===== src/logic/board_pkg.sv =====
package board_pkg;

  // Serial line timing
  localparam int clks_per_bit = 16;  // Fixed bit period in sysclk cycles

  // Console word memory
  localparam int mem_words  = 64;
  localparam int addr_width = 6;  // Enough for mem_words
  localparam int word_width = 16;  // ND-100 word size

  // LED bit positions, before the active low inversion
  localparam int led_err      = 0;  // Sticky input error
  localparam int led_wr       = 1;  // Last CR performed a write
  localparam int led_addr_lsb = 2;  // Low four bits of open address

endpackage


===== src/logic/console_pkg.sv =====
package console_pkg;

  import board_pkg::*;

  // ASCII codes seen or produced by the console
  localparam logic [7:0] ch_slash = 8'h2F;  // Open word
  localparam logic [7:0] ch_cr    = 8'h0D;  // Deposit or plain newline
  localparam logic [7:0] ch_lf    = 8'h0A;
  localparam logic [7:0] ch_space = 8'h20;  // Ends an examine reply
  localparam logic [7:0] ch_quest = 8'h3F;  // Error reply
  localparam logic [7:0] ch_zero  = 8'h30;  // Octal digits follow it

  // Operations carried from decoder to formatter
  typedef enum logic [1:0] {
    op_examine = 2'd0,  // '/' after an address
    op_deposit = 2'd1,  // CR with digits on an open word
    op_newline = 2'd2,  // CR with nothing to write
    op_error   = 2'd3   // Anything unknown
  } op_t;

  // Decoder to memory
  typedef struct packed {
    op_t                   op;
    logic [addr_width-1:0] addr;  // Word to open or write
    logic [word_width-1:0] data;  // Typed value
  } cmd_t;

  // Memory to formatter
  typedef struct packed {
    op_t                   op;
    logic [word_width-1:0] data;   // Word read or written
    logic                  wrote;  // Set for a performed deposit
  } reply_t;

endpackage


===== src/logic/uart_rx.sv =====
`timescale 1ns/10ps

module uart_rx import board_pkg::*; (
  input  logic       sysclk,      //! System clock
  input  logic       reset,       //! Synchronous, active high
  input  logic       rx,          //! Serial line, idle high
  output logic       byte_valid,  //! One cycle pulse per good frame
  output logic [7:0] byte_data    //! Received byte
);

  typedef enum logic [1:0] {s_idle, s_start, s_data, s_stop} state_t;

  state_t                            state;
  logic   [1:0]                      rx_sync;  // Two flop synchroniser
  logic                              rx_s;
  logic   [$clog2(2*clks_per_bit)-1:0] cnt;      // Cycles since last sample point
  logic   [2:0]                      bit_idx;
  logic   [7:0]                      shift_q;

  assign rx_s      = rx_sync[1];
  assign byte_data = shift_q;

  always_ff @(posedge sysclk) begin
    if (reset) begin
      rx_sync <= 2'b11;  // Line idle
    end else begin
      rx_sync <= {rx_sync[0], rx};
    end
  end

  always_ff @(posedge sysclk) begin
    if (reset) begin
      state      <= s_idle;
      cnt        <= '0;
      bit_idx    <= '0;
      byte_valid <= 1'b0;
    end else begin
      byte_valid <= 1'b0;
      case (state)
        s_idle: begin
          cnt <= '0;
          if (!rx_s) begin
            state <= s_start;  // Falling edge of start bit
          end
        end
        s_start: begin
          if (cnt == clks_per_bit/2 - 1) begin
            cnt     <= '0;
            bit_idx <= '0;
            state   <= rx_s ? s_idle : s_data;  // Short glitch goes back to idle
          end else begin
            cnt <= cnt + 1'b1;
          end
        end
        s_data: begin
          if (cnt == clks_per_bit - 1) begin  // Middle of a data bit
            cnt     <= '0;
            bit_idx <= bit_idx + 1'b1;
            if (bit_idx == 3'd7) begin
              state <= s_stop;
            end
          end else begin
            cnt <= cnt + 1'b1;
          end
        end
        default: begin
          cnt <= cnt + 1'b1;
          if (cnt == clks_per_bit - 1 && !rx_s) begin
            state <= s_idle;  // Low stop bit, frame dropped
          end else if (cnt == clks_per_bit + clks_per_bit/2 - 3) begin
            byte_valid <= 1'b1;  // Just before end of stop bit
            state      <= s_idle;
          end
        end
      endcase
    end
  end

  // LSB arrives first
  always_ff @(posedge sysclk) begin
    if (state == s_data && cnt == clks_per_bit - 1) begin
      shift_q <= {rx_s, shift_q[7:1]};
    end
  end

endmodule


===== src/logic/octal_cmd_decoder.sv =====
`timescale 1ns/10ps

module octal_cmd_decoder import board_pkg::*, console_pkg::*; (
  input  logic       sysclk,      //! System clock
  input  logic       reset,       //! Synchronous, active high
  input  logic       byte_valid,  //! Byte from receiver
  input  logic [7:0] byte_data,
  output logic       cmd_valid,   //! Command waiting
  output cmd_t       cmd_data,
  input  logic       cmd_ready,
  output logic       err_flag     //! Sticky until next '/'
);

  logic [word_width-1:0] acc;        // Octal accumulator
  logic                  typed;      // Digits since last '/' or CR
  logic [addr_width-1:0] open_addr;
  logic                  is_open;
  logic                  take;
  logic                  is_digit;
  op_t                   cr_op;

  assign take     = byte_valid && !cmd_valid;  // Dropped while a command is held
  assign is_digit = (byte_data[7:3] == ch_zero[7:3]);  // '0' to '7'

  // CR writes only into an open word with fresh digits
  always_comb begin
    if (is_open && typed) begin
      cr_op = op_deposit;
    end else begin
      cr_op = op_newline;
    end
  end

  always_ff @(posedge sysclk) begin
    if (reset) begin
      acc       <= '0;
      typed     <= 1'b0;
      open_addr <= '0;
      is_open   <= 1'b0;
      cmd_valid <= 1'b0;
      err_flag  <= 1'b0;
    end else begin
      if (cmd_valid && cmd_ready) begin
        cmd_valid <= 1'b0;
      end
      if (take) begin
        if (is_digit) begin
          acc   <= {acc[word_width-4:0], byte_data[2:0]};  // Upper digits fall off
          typed <= 1'b1;
        end else if (byte_data == ch_slash) begin
          open_addr <= acc[addr_width-1:0];  // Address taken modulo memory size
          is_open   <= 1'b1;
          typed     <= 1'b0;
          acc       <= '0;
          err_flag  <= 1'b0;
          cmd_valid <= 1'b1;
        end else if (byte_data == ch_cr) begin
          is_open   <= 1'b0;  // CR closes the word
          typed     <= 1'b0;
          acc       <= '0;
          cmd_valid <= 1'b1;
        end else begin
          err_flag  <= 1'b1;
          cmd_valid <= 1'b1;
        end
      end
    end
  end

  always_ff @(posedge sysclk) begin
    if (take && !is_digit) begin
      if (byte_data == ch_slash) begin
        cmd_data <= '{op: op_examine, addr: acc[addr_width-1:0], data: acc};
      end else if (byte_data == ch_cr) begin
        cmd_data <= '{op: cr_op, addr: open_addr, data: acc};
      end else begin
        cmd_data <= '{op: op_error, addr: open_addr, data: acc};
      end
    end
  end

endmodule


===== src/logic/pipe_buffer.sv =====
`timescale 1ns/10ps

module pipe_buffer #(
  parameter type payload_t = logic [7:0]  //! Item carried through the buffer
) (
  input  logic     sysclk,     //! System clock
  input  logic     reset,      //! Synchronous, active high
  input  logic     in_valid,
  output logic     in_ready,   //! Straight from a flop
  input  payload_t in_data,
  output logic     out_valid,
  input  logic     out_ready,
  output payload_t out_data
);

  payload_t main_q;      // Drives the output
  payload_t skid_q;      // Catches the item accepted during a stall
  logic     main_valid;
  logic     skid_valid;
  logic     main_free;

  assign in_ready  = !skid_valid;
  assign out_valid = main_valid;
  assign out_data  = main_q;
  assign main_free = out_ready || !main_valid;

  always_ff @(posedge sysclk) begin
    if (reset) begin
      main_valid <= 1'b0;
      skid_valid <= 1'b0;
    end else if (main_free) begin
      main_valid <= skid_valid || in_valid;
      skid_valid <= 1'b0;  // Skid entry drains first
    end else if (in_valid && in_ready) begin
      skid_valid <= 1'b1;
    end
  end

  always_ff @(posedge sysclk) begin
    if (main_free) begin
      main_q <= skid_valid ? skid_q : in_data;
    end else if (in_valid && in_ready) begin
      skid_q <= in_data;
    end
  end

endmodule


===== src/logic/memory_stage.sv =====
`timescale 1ns/10ps

module memory_stage import board_pkg::*, console_pkg::*; (
  input  logic                  sysclk,       //! System clock
  input  logic                  reset,        //! Synchronous, active high
  input  logic                  cmd_valid,
  output logic                  cmd_ready,
  input  cmd_t                  cmd_data,
  output logic                  reply_valid,
  input  logic                  reply_ready,
  output reply_t                reply_data,
  output logic                  wr_flag,      //! Last CR wrote a word
  output logic [addr_width-1:0] open_addr     //! Word opened by last examine
);

  logic [word_width-1:0] mem [mem_words];
  logic [mem_words-1:0]  written;  // Unwritten words read as zero
  logic                  accept;
  logic                  is_deposit;
  logic [word_width-1:0] rd_word;

  assign cmd_ready  = !reply_valid || reply_ready;  // Stall while reply is held
  assign accept     = cmd_valid && cmd_ready;
  assign is_deposit = (cmd_data.op == op_deposit);
  assign rd_word    = written[cmd_data.addr] ? mem[cmd_data.addr] : '0;

  always_ff @(posedge sysclk) begin
    if (accept && is_deposit) begin
      mem[cmd_data.addr] <= cmd_data.data;
    end
  end

  always_ff @(posedge sysclk) begin
    if (reset) begin
      reply_valid <= 1'b0;
      written     <= '0;
      wr_flag     <= 1'b0;
      open_addr   <= '0;
    end else begin
      if (accept) begin
        reply_valid <= 1'b1;
      end else if (reply_ready) begin
        reply_valid <= 1'b0;
      end
      if (accept) begin
        case (cmd_data.op)
          op_examine: open_addr <= cmd_data.addr;
          op_deposit: begin
            written[cmd_data.addr] <= 1'b1;
            wr_flag                <= 1'b1;
          end
          op_newline: wr_flag <= 1'b0;
          default: ;  // Errors leave state alone
        endcase
      end
    end
  end

  always_ff @(posedge sysclk) begin
    if (accept) begin
      reply_data.op    <= cmd_data.op;
      reply_data.wrote <= is_deposit;
      case (cmd_data.op)
        op_examine: reply_data.data <= rd_word;
        op_deposit: reply_data.data <= cmd_data.data;  // Echo of the written value
        default:    reply_data.data <= '0;
      endcase
    end
  end

endmodule


===== src/logic/octal_reply_formatter.sv =====
`timescale 1ns/10ps

module octal_reply_formatter import board_pkg::*, console_pkg::*; (
  input  logic       sysclk,       //! System clock
  input  logic       reset,        //! Synchronous, active high
  input  logic       reply_valid,
  output logic       reply_ready,  //! Free between replies
  input  reply_t     reply_data,
  output logic       tx_valid,
  output logic [7:0] tx_data,      //! ASCII byte for transmitter
  input  logic       tx_ready
);

  op_t                   op_q;
  logic [word_width+1:0] digits_q;  // Word padded to six octal digits
  logic [2:0]            idx;       // Byte position within reply
  logic                  last;

  assign reply_ready = !tx_valid;

  always_comb begin
    case (op_q)
      op_examine: begin
        if (idx == 3'd6) begin
          tx_data = ch_space;
        end else begin
          tx_data = ch_zero | {5'd0, digits_q[word_width+1 -: 3]};  // Top digit first
        end
        last = (idx == 3'd6);
      end
      op_deposit, op_newline: begin
        tx_data = (idx == 3'd0) ? ch_cr : ch_lf;
        last    = (idx == 3'd1);
      end
      default: begin
        tx_data = ch_quest;  // Single byte
        last    = 1'b1;
      end
    endcase
  end

  always_ff @(posedge sysclk) begin
    if (reset) begin
      tx_valid <= 1'b0;
      idx      <= '0;
    end else if (!tx_valid) begin
      if (reply_valid) begin
        tx_valid <= 1'b1;
        idx      <= '0;
      end
    end else if (tx_ready) begin
      if (last) begin
        tx_valid <= 1'b0;
      end else begin
        idx <= idx + 1'b1;
      end
    end
  end

  always_ff @(posedge sysclk) begin
    if (!tx_valid && reply_valid) begin
      op_q     <= reply_data.op;
      digits_q <= {2'b00, reply_data.data};  // First digit holds a single bit
    end else if (tx_valid && tx_ready) begin
      digits_q <= {digits_q[word_width-2:0], 3'b000};
    end
  end

endmodule


===== src/logic/uart_tx.sv =====
`timescale 1ns/10ps

module uart_tx import board_pkg::*; (
  input  logic       sysclk,    //! System clock
  input  logic       reset,     //! Synchronous, active high
  input  logic       tx_valid,
  output logic       tx_ready,  //! High only while idle
  input  logic [7:0] tx_data,
  output logic       tx         //! Serial line, 8N1
);

  logic                            busy;
  logic [9:0]                      frame_q;  // Stop, data, start
  logic [$clog2(clks_per_bit)-1:0] cnt;
  logic [3:0]                      bit_idx;

  assign tx_ready = !busy;
  assign tx       = frame_q[0];  // Flop output, no glitches

  always_ff @(posedge sysclk) begin
    if (reset) begin
      busy    <= 1'b0;
      frame_q <= '1;  // Idle high
      cnt     <= '0;
      bit_idx <= '0;
    end else if (!busy) begin
      if (tx_valid) begin
        frame_q <= {1'b1, tx_data, 1'b0};
        busy    <= 1'b1;
        cnt     <= '0;
        bit_idx <= '0;
      end
    end else if (cnt == clks_per_bit - 1) begin
      // End of a bit period
      cnt     <= '0;
      frame_q <= {1'b1, frame_q[9:1]};  // Refill with idle level
      bit_idx <= bit_idx + 1'b1;
      if (bit_idx == 4'd9) begin
        busy <= 1'b0;  // Stop bit done
      end
    end else begin
      cnt <= cnt + 1'b1;
    end
  end

endmodule


===== src/logic/nd120_top.sv =====
`timescale 1ns/10ps

module nd120_top import board_pkg::*, console_pkg::*; (
  input  logic       sysclk,   //! System clock
  input  logic       reset,    //! Synchronous, active high
  input  logic       uart_rx,  //! Console receive pin
  output logic       uart_tx,  //! Console transmit pin
  output logic [5:0] led       //! Active low board LEDs
);

  logic                  byte_valid;
  logic [7:0]            byte_data;
  logic                  cmd_valid;
  logic                  cmd_ready;
  cmd_t                  cmd_data;
  logic                  mem_cmd_valid;  // Buffered command
  logic                  mem_cmd_ready;
  cmd_t                  mem_cmd_data;
  logic                  reply_valid;
  logic                  reply_ready;
  reply_t                reply_data;
  logic                  fmt_valid;      // Buffered reply
  logic                  fmt_ready;
  reply_t                fmt_data;
  logic                  tx_valid;
  logic                  tx_ready;
  logic [7:0]            tx_data;
  logic                  err_flag;
  logic                  wr_flag;
  logic [addr_width-1:0] open_addr;

  // Nano LEDs light on a low level
  assign led[led_err]           = ~err_flag;
  assign led[led_wr]            = ~wr_flag;
  assign led[led_addr_lsb +: 4] = ~open_addr[3:0];

  uart_rx i_uart_rx (
    .sysclk(sysclk), .reset(reset), .rx(uart_rx),
    .byte_valid(byte_valid), .byte_data(byte_data)
  );

  octal_cmd_decoder i_decoder (
    .sysclk(sysclk), .reset(reset), .byte_valid(byte_valid), .byte_data(byte_data),
    .cmd_valid(cmd_valid), .cmd_data(cmd_data), .cmd_ready(cmd_ready), .err_flag(err_flag)
  );

  pipe_buffer #(.payload_t(cmd_t)) i_cmd_buf (
    .sysclk(sysclk), .reset(reset),
    .in_valid(cmd_valid), .in_ready(cmd_ready), .in_data(cmd_data),
    .out_valid(mem_cmd_valid), .out_ready(mem_cmd_ready), .out_data(mem_cmd_data)
  );

  memory_stage i_memory (
    .sysclk(sysclk), .reset(reset),
    .cmd_valid(mem_cmd_valid), .cmd_ready(mem_cmd_ready), .cmd_data(mem_cmd_data),
    .reply_valid(reply_valid), .reply_ready(reply_ready), .reply_data(reply_data),
    .wr_flag(wr_flag), .open_addr(open_addr)
  );

  pipe_buffer #(.payload_t(reply_t)) i_reply_buf (
    .sysclk(sysclk), .reset(reset),
    .in_valid(reply_valid), .in_ready(reply_ready), .in_data(reply_data),
    .out_valid(fmt_valid), .out_ready(fmt_ready), .out_data(fmt_data)
  );

  octal_reply_formatter i_formatter (
    .sysclk(sysclk), .reset(reset),
    .reply_valid(fmt_valid), .reply_ready(fmt_ready), .reply_data(fmt_data),
    .tx_valid(tx_valid), .tx_data(tx_data), .tx_ready(tx_ready)
  );

  uart_tx i_uart_tx (
    .sysclk(sysclk), .reset(reset), .tx_valid(tx_valid), .tx_ready(tx_ready),
    .tx_data(tx_data), .tx(uart_tx)
  );

endmodule


===== config.mk =====
export PLATFORM = sky130hd
export DESIGN_NAME = nd120_top
export DESIGN_NICKNAME = d
export VERILOG_FILES = /design/src/logic/board_pkg.sv /design/src/logic/console_pkg.sv /design/src/logic/uart_rx.sv /design/src/logic/octal_cmd_decoder.sv /design/src/logic/pipe_buffer.sv /design/src/logic/memory_stage.sv /design/src/logic/octal_reply_formatter.sv /design/src/logic/uart_tx.sv /design/src/logic/nd120_top.sv
export SDC_FILE = /design/constraint.sdc
export NUM_CORES = 1
export LEC_CHECK = 0
export BUFFER_PORTS_ARGS = -buffer_cell sky130_fd_sc_hd__buf_2
export CAP_MARGIN = 20
export CORE_UTILIZATION = 55
export CTS_CLUSTER_SIZE = 14
export DETAILED_ROUTE_END_ITERATION = 16
export PLACE_DENSITY = 0.77
export SLEW_MARGIN = 5
export SYNTH_ARGS = -nofsm -noshare
export SYNTH_HDL_FRONTEND = slang
export SYNTH_HIERARCHICAL = 1
export SYNTH_SLANG_ARGS = --single-unit

===== constraint.sdc =====
create_clock -name sysclk -period 5.1 [get_ports sysclk]
set_input_delay 0 -clock sysclk [delete_from_list [all_inputs] [get_ports sysclk]]
set_output_delay 0 -clock sysclk [all_outputs]
set_load 0.02 [all_outputs]

==> flow_metrics.env <==
export IMPL_r2r_end="i_memory/reply_data[9]"
export IMPL_antenna_cells=0
export IMPL_yosysWarnings=6
export IMPL_fin_cells=4607
export IMPL_die_width_um=309.6
export IMPL_fillCellCount=6438
export IMPL_share_comb_of_total_power_pct=0.6
export IMPL_path_class="flop to flop"
export IMPL_cap_violations=0
export IMPL_num_rows=112
export IMPL_fin_util_pct=61.90
export IMPL_cts_root_buffer="clkbuf_16"
export IMPL_drv_slew=0
export IMPL_drt_initial_drc_count=4756
export IMPL_r2r_start="i_cmd_buf/out_data[16]"
export IMPL_status="complete, no violations"
export IMPL_cts_made_buffers=132
export IMPL_ant_nets=0
export IMPL_clock_latency_ps=740
export IMPL_vias_per_cell=6.787
export IMPL_hold_ws_ps=412.4
export IMPL_drc=0
export IMPL_multi_input_area_um2=12630
export IMPL_drt_total_wl_um=144400
export IMPL_hp_start="i_uart_rx/rx_sync[0]"
export IMPL_skew_ps=31.87
export IMPL_syn_area_um2=52020
export IMPL_synth_cells=3155
export IMPL_grt_max_degree=85
export IMPL_fin_tns_setup_ps=0
export IMPL_dpl_hpwl_um=86740
export IMPL_start_util_pct=55.66
export IMPL_clock_power_share_pct=44.4
export IMPL_netSwitchingPower_w=0.004093
export IMPL_layout_min_cycle_time_ps=3864
export IMPL_min_to="i_uart_rx/rx_sync[1]"
export IMPL_arrival_ps=4460
export IMPL_reg2reg_depth=7
export IMPL_antenna_found_initial=3
export IMPL_h_tree_depth=4
export IMPL_required_ps=5700
export IMPL_syn_area_per_cell_um2=16.49
export IMPL_routedWlPerCell_um=31.35
export IMPL_postCtsSetupBuffers=0
export IMPL_startpoint_type="flop"
export IMPL_grt_pass1_wl_um=207200
export IMPL_vias=31270
export IMPL_vdd_ir_drop_max_mv=0.2802
export IMPL_dp_cells=4363
export IMPL_clk_path_buf_depth=3
export IMPL_worst_pin_slew_ps=1114
export IMPL_post_route_period_util_pct=75.76
export IMPL_seqPwrFrac_pct=55.0
export IMPL_track_usage_pct=30.31
export IMPL_cts_clk_slew_worst_paths_ps=60
export IMPL_syn_to_final_growth_pct=11.22
export IMPL_drive_above_1_share_pct=16.82
export IMPL_swShare_pct=19.43
export IMPL_fmax_mhz=258.8
export IMPL_first_pass_iters=6
export IMPL_r2r_setup_slack_ps=1240
export IMPL_crit_path_end_kind="flop"
export IMPL_seq_area_um2=38060
export IMPL_cp_max_fo=79
export IMPL_grt_overflow_total=0
export IMPL_cts_sinks=1313
export IMPL_finalHoldViolations=0
export IMPL_gp_congestion=1.001
export IMPL_startpoint="i_cmd_buf/out_data[16]"
export IMPL_leakage_nw=17.74
export IMPL_die_y_um=309.6
export IMPL_nets=3274
export IMPL_die_area_um2=95820
export IMPL_hp_class="flop to flop"
export IMPL_setup_viol_count_final=0
export IMPL_pwr_density_cell_nw_per_um2=364.0
export IMPL_cts_tree="yes"
export IMPL_core_area_um2=93470
export IMPL_relSlewSlack_pct=25.49
export IMPL_whs_path_depth=1
export IMPL_io_buffer_count=9
export IMPL_grt_pass1_vias=29880
export IMPL_p_int_w=0.01697
export IMPL_pin_count=10
export IMPL_rsz0062_at_grt="false"
## cell usage in the layout (no fill, tap or decap), types with 31 or more instances in the layout
cell	count
edfxtp_1	1176
nor2_1	225
mux2i_1	188
buf_4	146
dfxtp_1	137
clkbuf_16	135
nand2_1	107
a221oi_1	94
a21oi_1	90
mux2_2	88
a22oi_1	73
o22ai_1	67
mux4_2	66
o21ai_0	52
a22o_1	51
nand2b_1	47
clkbuf_1	46
nand3b_1	38
o22a_1	32
inv_1	31
nand3_1	31
## power groups by stage
stage | clock network, W | registers [W] | logic [W]
detailed placement | 0 | 0.0118 | 0.000120
floorplan | 0 | 0.0118 | 0.0000937
CTS | 0.00943 | 0.0116 | 0.000122
finish | 0.00936 | 0.0116 | 0.000124
global route | 0.00983 | 0.0116 | 0.000138
global placement | 0 | 0.0118 | 0.000109
## state kept, by name, summed over array words and instances, names as in the netlist, 4 cells and up
| name | flops |
|---|---|
| i_memory/reply_data | 18 |
| i_uart_tx/bit_idx | 4 |
| i_cmd_buf/out_data | 24 |
| i_uart_rx/byte_data | 8 |
| i_decoder/cmd_data | 24 |
| i_reply_buf/out_data | 18 |
| i_uart_rx/cnt | 5 |
| i_uart_tx/frame_q | 9 |
| i_reply_buf/skid_q | 18 |
| i_decoder/open_addr | 6 |
| i_memory/written | 64 |
| i_formatter/digits_q | 18 |
| i_cmd_buf/skid_q | 24 |
| i_decoder/acc | 16 |
| i_memory/open_addr | 4 |
| i_memory/mem | 1024 |
| i_uart_tx/cnt | 4 |
## worst max path at each step
| stage | to | slack [ps] | cells past startpoint |
|---|---|---|---|
| after floorplan | i_cmd_buf/skid_q[0] | 1370 | 5 |
| after global placement | i_memory/reply_data[9] | 1510 | 8 |
| after detailed placement | i_memory/reply_data[7] | 1450 | 7 |
| after CTS | i_memory/reply_data[9] | 1430 | 8 |
| after global routing | i_memory/reply_data[9] | 1180 | 8 |
| final | i_memory/reply_data[9] | 1240 | 7 |
## per-stage QoR
stage | power (W) | cell area, um2 | setup WS [ps]
final | 0.02106 | 57860 | 1236
after global routing | 0.02154 | 57860 | 1183
after CTS | 0.02113 | 57840 | 1432
after detailed placement | 0.01193 | 53650 | 1451
after global placement | 0.01191 | 53650 | 1510
after floorplan | 0.01189 | 52030 | 1370
## layer usage
metal	track usage [%]	wire (um)
met4	15.73	8861
met5	0	26
met3	8.395	19540
met1	40.47	51380
met2	45.64	64630
## cell type report
type	instances	area share, %
multi-input combinational	1602	21.83
clock buffer	191	6.375
sequential	1313	65.77
clock inverter	48	0.8261
tap	1254	2.712
inverter	35	0.2271
timing repair buffer	164	2.258
## what timing repair did
action                    4_1_cts  5_1_grt
hold buffers                    3        0
resized for setup               0        0
hold endpoints to repair       52        0
## critical path: stages (launching register included)
cell	delay [ps]
edfxtp_1	740
buf_12	480
nand2_1	720
o22ai_1	390
o21ai_0	210
o2111ai_1	240
o41a_1	670
a22o_1	240
(Power assumes the default switching activity.)
